## config.mk

```make
export PLATFORM = sky130hd
export DESIGN_NAME = rename_unit
export DESIGN_NICKNAME = d
export VERILOG_FILES = /design/src/source/rename_pkg.sv /design/src/source/checkpoint_ram.sv /design/src/source/free_list.sv /design/src/source/map_table.sv /design/src/source/rename_ctrl.sv /design/src/source/rename_unit.sv
export SDC_FILE = /design/constraint.sdc
export NUM_CORES = 1
export LEC_CHECK = 0
export BUFFER_PORTS_ARGS = -buffer_cell sky130_fd_sc_hd__buf_2
export CAP_MARGIN = 20
export CORE_UTILIZATION = 30
export CTS_BUF_LIST = sky130_fd_sc_hd__clkbuf_8
export DETAILED_ROUTE_END_ITERATION = 7
export GPL_ROUTABILITY_DRIVEN = 0
export PLACE_DENSITY_LB_ADDON = 0.12
export REMOVE_ABC_BUFFERS = 1
export SYNTH_ARGS = -nofsm -noshare
export SYNTH_HDL_FRONTEND = slang
export SYNTH_SLANG_ARGS = --single-unit
```

## constraint.sdc

```tcl
create_clock -name clka -period 6.9 [get_ports clka]
set_clock_uncertainty 0.15 [all_clocks]
set_input_delay 1.38 -clock clka [delete_from_list [all_inputs] [get_ports clka]]
set_output_delay 1.38 -clock clka [all_outputs]
set_load 0.01 [all_outputs]
```

## src/source/rename_pkg.sv

```systemverilog
`default_nettype none

package rename_pkg;

   // =========================================================================
   // Default sizes of the rename stage
   // =========================================================================

   // Architectural registers seen by the instruction set
   parameter int DEF_AREGS  = 8;
   parameter int DEF_PREGS  = 32;    // Physical registers behind the map
   parameter int DEF_NCHECK = 16;    // Branch checkpoint slots, a power of two

   // =========================================================================
   // Operation codes presented on the op port
   // =========================================================================

   typedef enum logic [2:0] {
      OP_NONE       = 3'd0,          // Idle cycle, no done pulse follows
      OP_RENAME     = 3'd1,          // Look up both sources and allocate a destination
      OP_CHECKPOINT = 3'd2,          // Save the map and the free list read pointer
      OP_RESTORE    = 3'd3,          // Roll back to the slot given on chk_sel
      OP_COMMIT     = 3'd4,          // Release the oldest live checkpoint
      OP_FREE       = 3'd5           // Return a physical register to the free list
   } rename_op_t;

   // =========================================================================
   // Controller states
   // =========================================================================

   // The controller fills the free list first and then serves operations
   typedef enum logic {
      ST_INIT  = 1'b0,
      ST_READY = 1'b1
   } ctrl_state_t;

endpackage

`default_nettype wire

```

## src/source/checkpoint_ram.sv

```systemverilog
`default_nettype none

module checkpoint_ram #(
   parameter int  AREGS  = rename_pkg::DEF_AREGS,
   parameter int  PREGS  = rename_pkg::DEF_PREGS,
   parameter int  NCHECK = rename_pkg::DEF_NCHECK,
   localparam int ADDR_W = $clog2(NCHECK),
   // Map fields followed by the free list read pointer with its wrap bit
   localparam int WID    = AREGS * $clog2(PREGS) + $clog2(PREGS - AREGS) + 1
) (
   input  logic              clka,
   input  logic              ena,
   input  logic [ADDR_W-1:0] addra,
   input  logic [WID-1:0]    dina,
   input  logic [ADDR_W-1:0] addrb,
   output logic [WID-1:0]    doutb
);

   // Small and wide, so it maps onto distributed RAM
   logic [WID-1:0] mem [NCHECK] = '{default: '0};

   // =========================================================================
   // Port A writes a whole checkpoint on the clock
   // =========================================================================
   always_ff @(posedge clka) begin
      if (ena)
         mem[addra] <= dina;
   end

   // Port B reads without a clock so a restore completes in the same cycle
   assign doutb = mem[addrb];

endmodule

`default_nettype wire

```

## src/source/free_list.sv

```systemverilog
`default_nettype none

module free_list #(
   parameter int  AREGS = rename_pkg::DEF_AREGS,
   parameter int  PREGS = rename_pkg::DEF_PREGS,
   localparam int PRN_W = $clog2(PREGS),
   localparam int DEPTH = PREGS - AREGS,
   localparam int FP_W  = $clog2(DEPTH) + 1,   // Slot index plus a wrap bit
   localparam int CNT_W = $clog2(DEPTH + 1)
) (
   input  logic             clka,
   input  logic             reset,
   input  logic             init_write,
   input  logic             pop,
   input  logic             push,
   input  logic             restore,
   input  logic [PRN_W-1:0] push_preg,
   input  logic [FP_W-1:0]  restore_ptr,
   output logic [PRN_W-1:0] pop_preg,
   output logic [FP_W-1:0]  rd_ptr,
   output logic             empty,
   output logic             full,
   output logic [CNT_W-1:0] count
);

   localparam int IDX_W = FP_W - 1;

   logic [PRN_W-1:0] slots [DEPTH];           // Free physical register numbers
   logic [FP_W-1:0]  wr_ptr;
   logic [IDX_W-1:0] rd_idx;
   logic [IDX_W-1:0] wr_idx;
   logic             wr_en;
   logic [PRN_W-1:0] wr_data;

   // The depth need not be a power of two, so the index wraps by hand and
   // the wrap bit flips each time it does
   function automatic logic [FP_W-1:0] ptr_inc(input logic [FP_W-1:0] p);
      logic [FP_W-1:0] q;
      if (p[IDX_W-1:0] == IDX_W'(DEPTH - 1))
         q = {~p[IDX_W], {IDX_W{1'b0}}};
      else
         q = p + 1'b1;
      return q;
   endfunction

   assign rd_idx = rd_ptr[IDX_W-1:0];
   assign wr_idx = wr_ptr[IDX_W-1:0];

   // =========================================================================
   // Storage
   // =========================================================================
   assign wr_en   = init_write | push;
   // Init hands out every register above the identity map, lowest first
   assign wr_data = init_write ? PRN_W'(AREGS) + PRN_W'(wr_idx) : push_preg;

   always_ff @(posedge clka) begin
      if (wr_en)
         slots[wr_idx] <= wr_data;
   end

   assign pop_preg = slots[rd_idx];            // Head of the list, valid when not empty

   // =========================================================================
   // Pointers
   // =========================================================================
   always_ff @(posedge clka) begin
      if (reset) begin
         rd_ptr <= '0;
         wr_ptr <= '0;
      end else begin
         if (restore)
            rd_ptr <= restore_ptr;             // Registers taken after the branch come back
         else if (pop)
            rd_ptr <= ptr_inc(rd_ptr);
         if (wr_en)
            wr_ptr <= ptr_inc(wr_ptr);
      end
   end

   assign empty = (rd_ptr == wr_ptr);
   assign full  = (rd_idx == wr_idx) & (rd_ptr[IDX_W] != wr_ptr[IDX_W]);

   // Occupancy follows from the pointers alone
   always_comb begin
      if (rd_ptr[IDX_W] == wr_ptr[IDX_W])
         count = CNT_W'(wr_idx) - CNT_W'(rd_idx);
      else
         count = CNT_W'(DEPTH) - CNT_W'(rd_idx) + CNT_W'(wr_idx);   // Writer is one lap ahead
   end

endmodule

`default_nettype wire

```

## src/source/map_table.sv

```systemverilog
`default_nettype none

module map_table #(
   parameter int  AREGS = rename_pkg::DEF_AREGS,
   parameter int  PREGS = rename_pkg::DEF_PREGS,
   localparam int AR_W  = $clog2(AREGS),
   localparam int PRN_W = $clog2(PREGS)
) (
   input  logic                   clka,
   input  logic                   reset,
   input  logic                   map_write,
   input  logic                   map_restore,
   input  logic [AR_W-1:0]        areg_dst,
   input  logic [AR_W-1:0]        areg_src_a,
   input  logic [AR_W-1:0]        areg_src_b,
   input  logic [PRN_W-1:0]       new_preg,
   input  logic [AREGS*PRN_W-1:0] restore_word,
   output logic [PRN_W-1:0]       preg_src_a,
   output logic [PRN_W-1:0]       preg_src_b,
   output logic [PRN_W-1:0]       preg_old,
   output logic [AREGS*PRN_W-1:0] map_word
);

   // One physical register number per architectural register
   // Field i sits at bits i*PRN_W, the same layout as the checkpoint word
   logic [AREGS-1:0][PRN_W-1:0] map;

   // =========================================================================
   // Map update
   // =========================================================================
   always_ff @(posedge clka) begin
      if (reset) begin
         // Identity map, register i lives in physical register i
         for (int i = 0; i < AREGS; i++)
            map[i] <= PRN_W'(i);
      end else if (map_restore) begin
         map <= restore_word;                  // Whole map back from a checkpoint
      end else if (map_write) begin
         map[areg_dst] <= new_preg;            // Destination moves to its new register
      end
   end

   // =========================================================================
   // Lookups
   // =========================================================================

   // Reads see the map before this cycle's write, so an instruction that
   // reads its own destination gets the older producer
   assign preg_src_a = map[areg_src_a];
   assign preg_src_b = map[areg_src_b];
   assign preg_old   = map[areg_dst];          // Freed once the instruction retires

   assign map_word = map;                      // Flattened copy for the checkpoint RAM

endmodule

`default_nettype wire

```

## src/source/rename_ctrl.sv

```systemverilog
`default_nettype none

module rename_ctrl #(
   parameter int  AREGS  = rename_pkg::DEF_AREGS,
   parameter int  PREGS  = rename_pkg::DEF_PREGS,
   parameter int  NCHECK = rename_pkg::DEF_NCHECK,
   localparam int CK_W   = $clog2(NCHECK)
) (
   input  logic                   clka,
   input  logic                   reset,
   input  rename_pkg::rename_op_t op,
   input  logic [CK_W-1:0]        chk_sel,
   input  logic                   fl_empty,
   input  logic                   fl_full,
   output logic                   fl_pop,
   output logic                   fl_push,
   output logic                   fl_restore,
   output logic                   map_write,
   output logic                   map_restore,
   output logic                   ckpt_write,
   output logic [CK_W-1:0]        ckpt_waddr,
   output logic                   init_write,
   output logic                   ready,
   output logic                   done,
   output logic                   fault,
   output logic [CK_W-1:0]        chk_id
);
   import rename_pkg::*;

   localparam int FL_DEPTH = PREGS - AREGS;     // Entries loaded during init
   localparam int INIT_W   = $clog2(FL_DEPTH);

   ctrl_state_t       state;
   logic [INIT_W-1:0] init_cnt;                 // Free list slot being filled
   logic [CK_W:0]     ck_head;                  // Oldest live slot, with wrap bit
   logic [CK_W:0]     ck_tail;                  // Next slot to allocate, with wrap bit
   logic [CK_W:0]     ck_live;
   logic [CK_W:0]     ck_tail_rst;
   logic [CK_W-1:0]   ck_ofs;
   logic              ck_empty;
   logic              ck_full;
   logic              ck_in_range;
   logic              ck_commit;
   logic              reject;
   logic              accept;

   assign init_write = (state == ST_INIT);     // One free list entry per init cycle
   assign ready      = (state == ST_READY);
   assign ckpt_waddr = ck_tail[CK_W-1:0];      // New checkpoints go at the tail

   // =========================================================================
   // Checkpoint ring bookkeeping
   // =========================================================================
   always_comb begin
      ck_live     = ck_tail - ck_head;         // Wrap bits make this exact up to NCHECK
      ck_empty    = (ck_live == '0);
      ck_full     = (ck_live == (CK_W + 1)'(NCHECK));
      // Distance of the requested slot from the oldest one
      ck_ofs      = chk_sel - ck_head[CK_W-1:0];
      ck_in_range = ({1'b0, ck_ofs} < ck_live);   // Never true when the ring is empty
      // Restore keeps the chosen slot and drops every younger one
      ck_tail_rst = ck_head + {1'b0, ck_ofs} + 1'b1;
   end

   // =========================================================================
   // Operation check and datapath strobes
   // =========================================================================
   always_comb begin
      unique case (op)
         OP_RENAME:     reject = fl_empty;     // Nothing left to allocate
         OP_CHECKPOINT: reject = ck_full;
         OP_RESTORE:    reject = ~ck_in_range;
         OP_COMMIT:     reject = ck_empty;
         OP_FREE:       reject = fl_full;      // The list cannot hold another entry
         default:       reject = 1'b0;
      endcase
      accept      = ready & ~reject;
      fl_pop      = accept & (op == OP_RENAME);
      map_write   = accept & (op == OP_RENAME);
      ckpt_write  = accept & (op == OP_CHECKPOINT);
      fl_restore  = accept & (op == OP_RESTORE);
      map_restore = accept & (op == OP_RESTORE);
      ck_commit   = accept & (op == OP_COMMIT);
      fl_push     = accept & (op == OP_FREE);
   end

   always_ff @(posedge clka) begin
      if (reset) begin
         state    <= ST_INIT;
         init_cnt <= '0;
         ck_head  <= '0;
         ck_tail  <= '0;
         done     <= 1'b0;
         fault    <= 1'b0;
         chk_id   <= '0;
      end else begin
         if (state == ST_INIT) begin
            init_cnt <= init_cnt + 1'b1;
            // Last slot written on this edge, so serve ops from the next cycle
            if (init_cnt == INIT_W'(FL_DEPTH - 1))
               state <= ST_READY;
         end
         done  <= (op != OP_NONE);             // Every real op is answered one cycle later
         fault <= (op != OP_NONE) & (~ready | reject);
         if (ckpt_write) begin
            ck_tail <= ck_tail + 1'b1;
            chk_id  <= ck_tail[CK_W-1:0];      // Report the slot just taken
         end
         if (map_restore)
            ck_tail <= ck_tail_rst;
         if (ck_commit)
            ck_head <= ck_head + 1'b1;         // Oldest branch resolved
      end
   end

endmodule

`default_nettype wire

```

## src/source/rename_unit.sv

```systemverilog
`default_nettype none

module rename_unit #(
   parameter int  AREGS  = rename_pkg::DEF_AREGS,
   parameter int  PREGS  = rename_pkg::DEF_PREGS,
   parameter int  NCHECK = rename_pkg::DEF_NCHECK,
   localparam int AR_W   = $clog2(AREGS),
   localparam int PRN_W  = $clog2(PREGS),
   localparam int CK_W   = $clog2(NCHECK),
   localparam int CNT_W  = $clog2(PREGS - AREGS + 1)
) (
   input  logic                   clka,
   input  logic                   reset,
   input  rename_pkg::rename_op_t op,
   input  logic [AR_W-1:0]        areg_dst,
   input  logic [AR_W-1:0]        areg_src_a,
   input  logic [AR_W-1:0]        areg_src_b,
   input  logic [CK_W-1:0]        chk_sel,
   input  logic [PRN_W-1:0]       free_preg,
   output logic                   ready,
   output logic                   done,
   output logic                   fault,
   output logic [PRN_W-1:0]       preg_src_a,
   output logic [PRN_W-1:0]       preg_src_b,
   output logic [PRN_W-1:0]       preg_dst,
   output logic [PRN_W-1:0]       preg_old,
   output logic [CK_W-1:0]        chk_id,
   output logic [CNT_W-1:0]       free_count
);

   localparam int FP_W  = $clog2(PREGS - AREGS) + 1;
   localparam int MAP_W = AREGS * PRN_W;

   logic              fl_pop;
   logic              fl_push;
   logic              fl_restore;
   logic              fl_empty;
   logic              fl_full;
   logic              map_write;
   logic              map_restore;
   logic              ckpt_write;
   logic [CK_W-1:0]   ckpt_waddr;
   logic              init_write;
   logic [PRN_W-1:0]  fl_pop_preg;
   logic [FP_W-1:0]   fl_rd_ptr;
   logic [MAP_W-1:0]  map_word;
   logic [MAP_W+FP_W-1:0] ck_rdata;
   logic [PRN_W-1:0]  lk_src_a;
   logic [PRN_W-1:0]  lk_src_b;
   logic [PRN_W-1:0]  lk_old;

   rename_ctrl #(.AREGS(AREGS), .PREGS(PREGS), .NCHECK(NCHECK)) u_ctrl (
      .clka        (clka),
      .reset       (reset),
      .op          (op),
      .chk_sel     (chk_sel),
      .fl_empty    (fl_empty),
      .fl_full     (fl_full),
      .fl_pop      (fl_pop),
      .fl_push     (fl_push),
      .fl_restore  (fl_restore),
      .map_write   (map_write),
      .map_restore (map_restore),
      .ckpt_write  (ckpt_write),
      .ckpt_waddr  (ckpt_waddr),
      .init_write  (init_write),
      .ready       (ready),
      .done        (done),
      .fault       (fault),
      .chk_id      (chk_id)
   );

   // The new destination is the head of the free list
   map_table #(.AREGS(AREGS), .PREGS(PREGS)) u_map (
      .clka         (clka),
      .reset        (reset),
      .map_write    (map_write),
      .map_restore  (map_restore),
      .areg_dst     (areg_dst),
      .areg_src_a   (areg_src_a),
      .areg_src_b   (areg_src_b),
      .new_preg     (fl_pop_preg),
      .restore_word (ck_rdata[MAP_W+FP_W-1:FP_W]),
      .preg_src_a   (lk_src_a),
      .preg_src_b   (lk_src_b),
      .preg_old     (lk_old),
      .map_word     (map_word)
   );

   // Checkpoint word is the map on top and the read pointer below it
   checkpoint_ram #(.AREGS(AREGS), .PREGS(PREGS), .NCHECK(NCHECK)) u_ckpt (
      .clka  (clka),
      .ena   (ckpt_write),
      .addra (ckpt_waddr),
      .dina  ({map_word, fl_rd_ptr}),
      .addrb (chk_sel),
      .doutb (ck_rdata)
   );

   free_list #(.AREGS(AREGS), .PREGS(PREGS)) u_free (
      .clka        (clka),
      .reset       (reset),
      .init_write  (init_write),
      .pop         (fl_pop),
      .push        (fl_push),
      .restore     (fl_restore),
      .push_preg   (free_preg),
      .restore_ptr (ck_rdata[FP_W-1:0]),
      .pop_preg    (fl_pop_preg),
      .rd_ptr      (fl_rd_ptr),
      .empty       (fl_empty),
      .full        (fl_full),
      .count       (free_count)
   );

   // Results line up with done, one cycle after the op is presented
   always_ff @(posedge clka) begin
      preg_src_a <= lk_src_a;
      preg_src_b <= lk_src_b;
      preg_dst   <= fl_pop_preg;
      preg_old   <= lk_old;
   end

endmodule

`default_nettype wire

```

# == After elaboration in Yosys (flattened, before gate mapping) ==
# Memories as Yosys holds them, arrays and structs flattened. A register that Yosys moved wholly into a read port is not among the register bits.
# Index checks and enable logic that the tools add are counted.
# op_classes
mul,0
eq_ne,13
add_sub_neg,13
reduce_logical,5
shifts,0
n_mux,28
magnitude_cmp,5
bitwise_logic,15
div_mod_pow,0
# op_table
cell,n
$mux 40,2
$mux 5,10
$bmux 5 s3,3
$bwmux 40,1
$mux 6,4
$add 5x1->5 const B,4
$eq 5x5->1 const B,4
$demux 5 s3,1
$add 6x1->6 const B,2
$lt 3x4->1 const B,3
$sub 5x5->5,2
$and 1x1->1,8
$eq 3x2->1 const B,2
$eq 3x3->1 const B,2
$eq 6x6->1,1
$mux 1,6
$add 4x5->5 const A,1
$add 5x4->5,1
$add 5x5->5,1
$eq 5x5->1,1
$logic_not 5->1,1
$lt 4x5->1,1
$not 1->1,5
$pmux 1 s5,1
10 further kinds,12
# word_totals
mem_bits_rw,856
romBits,0
word_cells,102
memories,2
latch_bits,0
output_inout_bits,32
regBits,94
# memory_table
memory,words,word_bits,read_ports,rd_clocked_by_memory_dff,write_ports,line,source
u_ckpt.mem,16,46,1,0,1,checkpoint_ram.sv:20,logic [WID-1:0] mem [NCHECK] = '{default: '0};
u_free.slots,24,5,1,1,1,free_list.sv:28,logic [PRN_W-1:0] slots [DEPTH];

# == Longest topological paths before layout ==
# Gate-level depths: netlist of run 1.
# depth
word_depth,11
mapped_depth,18
depth_no_buf,13

# == Hierarchy ==
# A second synthesis of run 1 with hierarchy kept.
# hier_totals
cells_unflattened,2042
area_unflattened_um2,38592.0
# modules_own_cells
module,cells_each,seq_area_each_um2,area_per_inst_um2,n_inst
checkpoint_ram,1145,22101.2,27572.7,1
free_list,394,3943.8,6013.3,1
map_table,286,800.8,2931.6,1
rename_ctrl,197,440.4,1674.1,1
rename_unit,20,400.4,400.4,1

# == Least setup slack after synthesis of run 1 ==
# No wires, ideal clock.
# synth_timing
path_type,input -> register
start,input port op[0]
end,"memory u_ckpt.mem[1][0] (netlist bit), enable pin"
arrival_ps,5820
stages,8
required_time_ps,6244
setup_slack_ps,423
path_cell_list,buf_2 -> nor4b_1 -> nand4_1 -> a211oi_2 -> nor4b_4 -> buf_2 -> nand2_1 -> nor3_1
# synth_via
elab_chain_len,7
word_cells_on_any_way,11
cone_classes,eq/ne (5); mux (3); bitwise (3)
# synth_rtl
item,line,source
"start, declared",rename_unit.sv:14,"input rename_pkg::rename_op_t op,"
$eq 3x3->1 (tied with other cells),rename_ctrl.sv:69,unique case (op)
$pmux 1 s5,rename_ctrl.sv:69,
$not 1->1,rename_ctrl.sv:77,accept = ready & ~reject;
$and 1x1->1,rename_ctrl.sv:77,
$and 1x1->1 (*),rename_ctrl.sv:80,ckpt_write = accept & (op == OP_CHECKPOINT);
$mux 1 (*),checkpoint_ram.sv:26,if (ena)
$mux 1 (not written as such) (*),checkpoint_ram.sv:27,mem[addra] <= dina;
"end, declared",checkpoint_ram.sv:20,
# Mark *: on every way between the ends. The rest lies on a longest branch, timed or not.

# == Final worst setup path of run 1 ==
# layout_timing
start,register u_ctrl.ck_tail[3]
end,"memory u_ckpt.mem[5][16] (netlist bit), enable pin"
# layout_via
elab_chain_len,9
word_cells_on_any_way,11
cone_classes,add/sub (1); order compare (1); eq/ne (1); mux (3); bitwise (4); reduce/logical (1)
# layout_rtl
item,line,source
"start, declared",rename_ctrl.sv:36,logic [CK_W:0] ck_tail;
"start signal, assigned",rename_ctrl.sv:106,ck_tail <= ck_tail + 1'b1;
"start signal, assigned",rename_ctrl.sv:110,ck_tail <= ck_tail_rst;
$sub 5x5->5,rename_ctrl.sv:55,ck_live = ck_tail - ck_head;
$lt 4x5->1,rename_ctrl.sv:60,"ck_in_range = ({1'b0, ck_ofs} < ck_live);"
$not 1->1,rename_ctrl.sv:72,OP_RESTORE: reject = ~ck_in_range;
$pmux 1 s5,rename_ctrl.sv:69,
$not 1->1,rename_ctrl.sv:77,
$and 1x1->1,rename_ctrl.sv:77,
$and 1x1->1,rename_ctrl.sv:80,
$mux 1,checkpoint_ram.sv:26,
$mux 1 (not written as such),checkpoint_ram.sv:27,
# Parallel ways exist; a longest one is shown, timed or not.

==> results by group, run 1 <==
Synth
  • Seq/Total Area, Yosys: about 72%
  • Top FF cell, synth: edfxtp_1
  • Register bit total from synthesis: around 960
  • Post-Syn Area per Cell: 18.8 sq um
  • Synth Instances: 2039
  • Asr flop ratio synth: 0%
  • Yosys warns: 0
  • Synth Cell Area: between 0.03 and 0.04 sq mm
  • EDFF count, synth: between 800 and 900
  • Count of different cell masters after synthesis: 72

Clocking
  • Clk_lat worst skew: around 0.87 ns
  • # hold bufs at CTS: 0
  • Clock slew at reported path FFs: 0.07 ns
  • Post-CTS setup buffer count: 0
  • CTS Sinks: approximately 960
  • Cells resized by post-CTS repair: 0
  • CTS tree: yes
  • H-tree levels: 4
  • Cts bufs inserted: about 170
  • Clock tree buffer depth: 3
  • Root Buffer Master: clkbuf_8

Route
  • Drt first pass iters: 5
  • DR vias: about 20000
  • First-iteration detailed-routing DRC count: roughly 1700
  • Wirelength, routed: ~110 mm
  • Via density per instance: between 5 and 6
  • Drt wl/cell: ~27 microns
  • Residual DRC: 0
  • Final ANT Viol Nets: 0

Worst setup path
  • CP Class: register to register
  • Critical path required time: between 7 and 8 ns
  • Arr. time, crit path: 5.36 ns
  • Crit end category: register
  • R2R depth: 8
  • R2R setup slack: between 1.5 and 2 ns
  • R2R Path Start: u_ctrl.ck_tail[3]$_SDFFE_PP0P_
  • Crit path max fanout: 32
  • CP Launch Type: register
  • CP delay by family, top: simple AND/OR/NAND/NOR gates
  • Reg2reg end: u_ckpt.mem[5][16]$_DFFE_PP_
  • Buf/Inv on CP: 1
  • Crit-path max cell delay: 0.96 ns
  • Critical Path Slowest Stage Cell: nor4b_4
  • Crit-path cells: ha_1 > a21oi_1 > and3_1 > a211oi_2 > nor4b_4 > nand2_1 > nor2_4 > buf_12

STA
  • Final setup viols: 0
  • Final hold slack: 0.379 ns
  • Min Tclk post-route: about 5.0 ns
  • Slew headroom: about a quarter
  • Setup_tns: 0 ns
  • RSZ-0062 raised after global routing: no
  • Max-slew violations: 0
  • Fin. Hold Viols: 0
  • Worst-Margin Slew: between 1 and 1.5 ns
  • Worst Setup Slack, final: 1.89 ns
  • Max Fclk: about 0.2 GHz
  • Final period util: 72.6%

Place
  • Setup WS pre-CTS: about 1.5 ns
  • DP HPWL: between 60 and 70 mm
  • Dpl cells: 3685
  • # port buffers: 54

Hold path
  • Hold path endpoint: u_ctrl.init_cnt[4]$_SDFFE_PP0N_
  • Hold Path Cell Cnt: 2
  • Hold WC Path Type: register to register
  • Hold Startpoint: u_ctrl.init_cnt[4]$_SDFFE_PP0N_

Global routing
  • Largest net degree at the start of global routing: between 50 and 60
  • First-pass GRT wire length: approximately 160 mm
  • Total gr overflow: 0
  • Initial antenna violation count: 2
  • Total GRT Usage: 16.9%
  • Vias in the first global route: roughly 22000

Cells and area
  • Most frequent cells in the layout: edfxtp_1 (856), mux4_2 (232), clkbuf_8 (185)
  • Commonest non-fill, non-tap cell in the layout: edfxtp_1
  • Final std cells w/o fill: ~4000
  • Area growth, synth to finish: 14.6%
  • Share of layout cells above drive strength 1: 25.9%
  • # nets final: around 2300

Die
  • Starting density of the core: between 30% and 40%
  • Die Area: roughly 0.13 sq mm
  • Number of top-level pins: 55
  • Cell Rows: between 100 and 150
  • Die width: around 360 microns
  • Chip height: about 360 microns
  • Core area: around 0.13 sq mm

Outcome
  • Outcome: finished clean

Power
  • Pleak: approximately 13 nW
  • Worst VDD drop: 0.186 mV
  • Power, Total: between 0.01 and 0.015 W
  • PD cells: about 260 mW/mm^2

Flow run
  • Max cap viols: 0
power breakdown:
| part | total [W] | internal (W) | switching, W |
|---|---|---|---|
| clock network | 0.00489 | 0.00251 | 0.00238 |
| logic | 0.000444 | 0.000163 | 0.000281 |
| registers | 0.00625 | 0.00624 | 0.00000923 |
worst max-delay path by stage:
stage                                              start                         endpoint  slack [ns]  depth (start not counted)
final                     u_ctrl.ck_tail[3]$_SDFFE_PP0P_      u_ckpt.mem[5][16]$_DFFE_PP_        1.89                          8
after global routing      u_ctrl.ck_tail[3]$_SDFFE_PP0P_      u_ckpt.mem[5][16]$_DFFE_PP_        1.64                          8
after CTS                 u_ctrl.ck_tail[3]$_SDFFE_PP0P_      u_ckpt.mem[5][16]$_DFFE_PP_        1.86                          8
after detailed placement                      chk_sel[0]  u_map.map_word[35]$_SDFFE_PP1P_        1.48                         13
after global placement                        chk_sel[0]   u_ctrl.ck_head[4]$_SDFFE_PP0P_        1.52                         13
after floorplan                                    op[0]       u_ckpt.mem[1][0]$_DFFE_PP_        0.54                          6
per-layer routing:
metal  GRT usage, %  vias to the layer above  part of all wire [%]
li1               -                     8749                     -
met1           23.6                    10972                    46
met2           26.9                      532                    47
met3           3.13                      161                   4.6
met4           4.81                        0                   1.8
met5              0                        -                     0
state kept, by name (all words and copies together) (netlist names), 4 cells and up, named ones only:
signal           cells
u_ctrl.ck_tail       5
u_ctrl.chk_id        4
u_ctrl.ck_head       5
preg_src_b           5
u_free.rd_ptr        6
u_map.map_word      40
u_ctrl.init_cnt      5
u_free.slots       120
preg_old             5
u_ckpt.mem         736
preg_dst             5
u_free.wr_ptr        6
preg_src_a           5
through the flow:
stage / utilization, % / instance area [sq um]
finish: 34.8 / 44000
CTS: 34.8 / 44000
global route: 34.8 / 44000
floorplan: - / 37900
detailed placement: 32.4 / 40800
global placement: 32.3 / 40800
cell families after synthesis:
family / count (synthesis) / share of synthesized area, %
multiplexers: 284 / 15.0
AO/OA/AOI/OAI: 297 / 5.25
adder cells (fa/ha/maj): 44 / 1.57
flip-flops: 955 / 72.1
AND/OR/NAND/NOR: 284 / 3.77
buffers and inverters: 149 / 1.62
XOR/XNOR: 26 / 0.632
final cells by class:
cell class	instances	area, sq um
diodes	3	7.51
clock buffers	184	2530
clock inverters	122	604
fillers	11958	82200
inverters	39	146
multi-input cells	935	10200
flip-flops and latches	955	27700
well taps	1650	2060
repair buffers	106	732
worst register-to-register path, stage by stage (launching register included):
cell and delay, ns:
dfxtp_1 0.75, ha_1 0.41, a21oi_1 0.37, and3_1 0.30
a211oi_2 0.09, nor4b_4 0.96, nand2_1 0.46, nor2_4 0.72
buf_12 0.39
synthesized netlist by cell type (all sizes together) (5+ instances only):
master	n	area, sq um
a211oi	37	283
a21o	5	37.5
a21oi	88	444
a22oi	92	691
a31oi	6	37.5
a41oi	7	61.3
and2	6	37.5
and3	15	98.8
buf	50	250
clkbuf	60	225
dfxtp	99	1980
edfxtp	856	25700
fa	7	140
ha	37	463
inv	38	143
mux2	18	203
mux2i	34	340
mux4	232	5230
nand2	61	231
nand3	21	110
nand4	8	50.1
nor2	97	364
nor2b	12	75.1
nor3	36	180
nor4	7	119
o21ai	30	154
xnor2	15	131
xor2	10	87.6
(Power assumes the default switching activity.)
==> run 2, diff against run 1 <==
==> constraint.sdc (replaced) <==
create_clock -name clka -period 5.1 [get_ports clka]
set_clock_uncertainty 0.15 [all_clocks]
set_input_delay 1.02 -clock clka [delete_from_list [all_inputs] [get_ports clka]]
set_output_delay 1.02 -clock clka [all_outputs]
set_load 0.01 [all_outputs]
==> results by group, run 2 (synthesis gave the netlist of run 1 again) <==
Die
  • Chip height: 360 microns (unchanged)
  • Starting density of the core: 30.4% (unchanged)
  • Die width: 360 microns (unchanged)
  • Cell Rows: 130 (unchanged)
  • Number of top-level pins: 55 (unchanged)
  • Die Area: 0.129 sq mm (unchanged)
  • Core area: 0.126 sq mm (unchanged)

STA
  • Final period util: ~93%
  • Slew headroom: 30.8% (+6.9 points)
  • Worst-Margin Slew: 1.04 ns (-0.0958 ns)
  • Fin. Hold Viols: 0 (unchanged)
  • Final setup viols: 0 (unchanged)
  • Max-slew violations: 0 (unchanged)
  • Max Fclk: approximately 0.21 GHz
  • RSZ-0062 raised after global routing: no
  • Min Tclk post-route: ~4.8 ns

Clocking
  • Clock tree buffer depth: 3 (unchanged)
  • Root Buffer Master: clkbuf_8
  • Clock slew at reported path FFs: 0.06 ns (about the same)
  • Post-CTS setup buffer count: 0 (unchanged)
  • Cells resized by post-CTS repair: 0 (unchanged)
  • Clk_lat worst skew: 0.85 ns (-0.02 ns)
  • Cts bufs inserted: 169 (unchanged)
  • # hold bufs at CTS: 0 (unchanged)
  • H-tree levels: 4 (unchanged)
  • CTS tree: yes
  • CTS Sinks: 955 (unchanged)

Cells and area
  • Most flops, register: u_ckpt.mem
  • Multi-input logic area: 0.0102 sq mm (unchanged)
  • Final std cells w/o fill: 4022 (+0.70%)
  • Fillers: 11927 (-0.26%)
  • Area growth, synth to finish: 15.6%
  • # nets final: 2302 (+1.3%)
  • Finished layout cell area: 0.0444 sq mm (+0.93%)
  • Final Util: 35.2% (+0.33 points)
  • Number of flip-flops in the largest register: 736 (unchanged)
  • Storage cell area: 0.0277 sq mm (unchanged)
  • Most frequent cells in the layout: edfxtp_1 (856), mux4_2 (232), clkbuf_8 (178)
  • Share of layout cells above drive strength 1: 26.6% (+0.75 points)
  • Commonest non-fill, non-tap cell in the layout: edfxtp_1

Power
  • Pleak: 13.3 nW (+0.94%)
  • Power, Total: 0.0156 W (+35%)
  • Worst VDD drop: 0.236 mV (+27%)
  • PD cells: 352 mW/mm^2 (+33%)

Route
  • DR WL met3: 6.23 mm (+25%)
  • First-iteration detailed-routing DRC count: 1685 (+1.6%)
  • Residual DRC: 0 (unchanged)
  • Drt wl/cell: 27.8 microns (+2.1%)
  • Via density per instance: 5.16 (+0.87%)
  • Wirelength, routed: 112 mm (+2.8%)
  • Drt first pass iters: 7 (+2)
  • M1 WL: 51.6 mm (+2.4%)
  • Highest routing layer actually used: met5
  • DR vias: 20736 (+1.6%)
  • Final ANT Viol Nets: 0 (unchanged)
  • Wire length on met2: 51.2 mm (about the same)

Hold path
  • Hold WC Path Type: input port to register
  • Hold Path Cell Cnt: 2 (unchanged)

Place
  • # port buffers: 54 (unchanged)
  • DP HPWL: 64.8 mm (+5.4%)
  • Area post-placement: 0.0413 sq mm (+1.1%)
  • Dpl cells: 3712 (+0.73%)

Flow run
  • Max cap viols: 0 (unchanged)

Worst setup path
  • CP Launch Type: register
  • Crit end category: primary output
  • R2R depth: 9 (+1)
  • Crit path max fanout: 21 (-34%)
  • Arr. time, crit path: 3.59 ns (-1.77 ns)
  • CP Class: register to primary output
  • Critical path required time: 3.93 ns (-3.31 ns)

Global routing
  • Initial antenna violation count: 4 (+2)
  • Vias in the first global route: 22221 (+1.6%)
  • Total gr overflow: 0 (unchanged)
  • First-pass GRT wire length: 161 mm (+2.2%)
  • Largest net degree at the start of global routing: 83 (+43%)
  • Total GRT Usage: 17.4% (+0.47 points)

Outcome
  • Outcome: finished clean
## run 2: cell types whose count changed in the layout (fill, tap and decap cells not counted), moves of 4 or more
cell / previous run / this run
clkinvlp_4: 2 / 6
inv_1: 113 / 102
buf_4: 49 / 56
clkinv_2: 10 / 14
clkbuf_8: 185 / 178
clkinv_1: 23 / 37
buf_12: 4 / 25
## run 2: routing by layer
| layer | vias to the layer above | track usage, % |
|---|---|---|
| met1 | 11030 | 24.3 |
| met4 | 2 | 5.65 |
| met3 | 196 | 3.75 |
| met2 | 699 | 26.8 |
| met5 | - | 0 |
| li1 | 8809 | - |
## run 2: final timing paths
kind / slack (ns) / endpoint / from
hold reg to reg: 0.35 / u_ctrl.chk_id[3]$_SDFFE_PP0P_ / u_ctrl.chk_id[3]$_SDFFE_PP0P_
setup / recovery: 0.34 / free_count[4] / u_free.rd_ptr[2]$_SDFFE_PP0P_
setup reg to reg: 0.88 / u_ckpt.mem[1][26]$_DFFE_PP_ / u_ctrl.ck_tail[2]$_SDFFE_PP0P_
hold / removal: 0.28 / u_free.wr_ptr[2]$_SDFFE_PP0P_ / reset
## run 2: worst max-delay path, cell delays in order (launching register included)
cell and delay [ns]:
dfxtp_1 0.86, inv_1 0.23, ha_1 0.30, fa_1 0.51, o21bai_1 0.21, xnor2_1 0.14, a21oi_1 0.10, xnor2_1 0.21
buf_2 0.17
## run 2: layout make-up
class	instances	share of cell area (%)
Multi-Input combinational cell	935	23.0
Antenna cell	3	0.0169
Clock inverter	128	1.40
Tap cell	1650	4.65
Sequential cell	955	62.4
Timing Repair Buffer	135	2.75
Inverter	39	0.330
Clock buffer	177	5.49
## run 2: power by group
group          internal [W]  leakage, nW  switching (W)  total [W]
sequential          0.00845         7.88      0.0000115    0.00846
clock               0.00331         1.79        0.00321    0.00652
combinational      0.000231         3.67       0.000395   0.000626
## run 2: through the flow
stage               setup TNS (ns)  hold WS (ns)  setup slack, ns
global route                     0         0.207           0.0830
CTS                              0         0.182            0.248
global placement                 0         0.345           0.0985
detailed placement               0         0.347            0.149
floorplan                   -96.04         0.328            -1.06
finish                           0         0.279            0.341
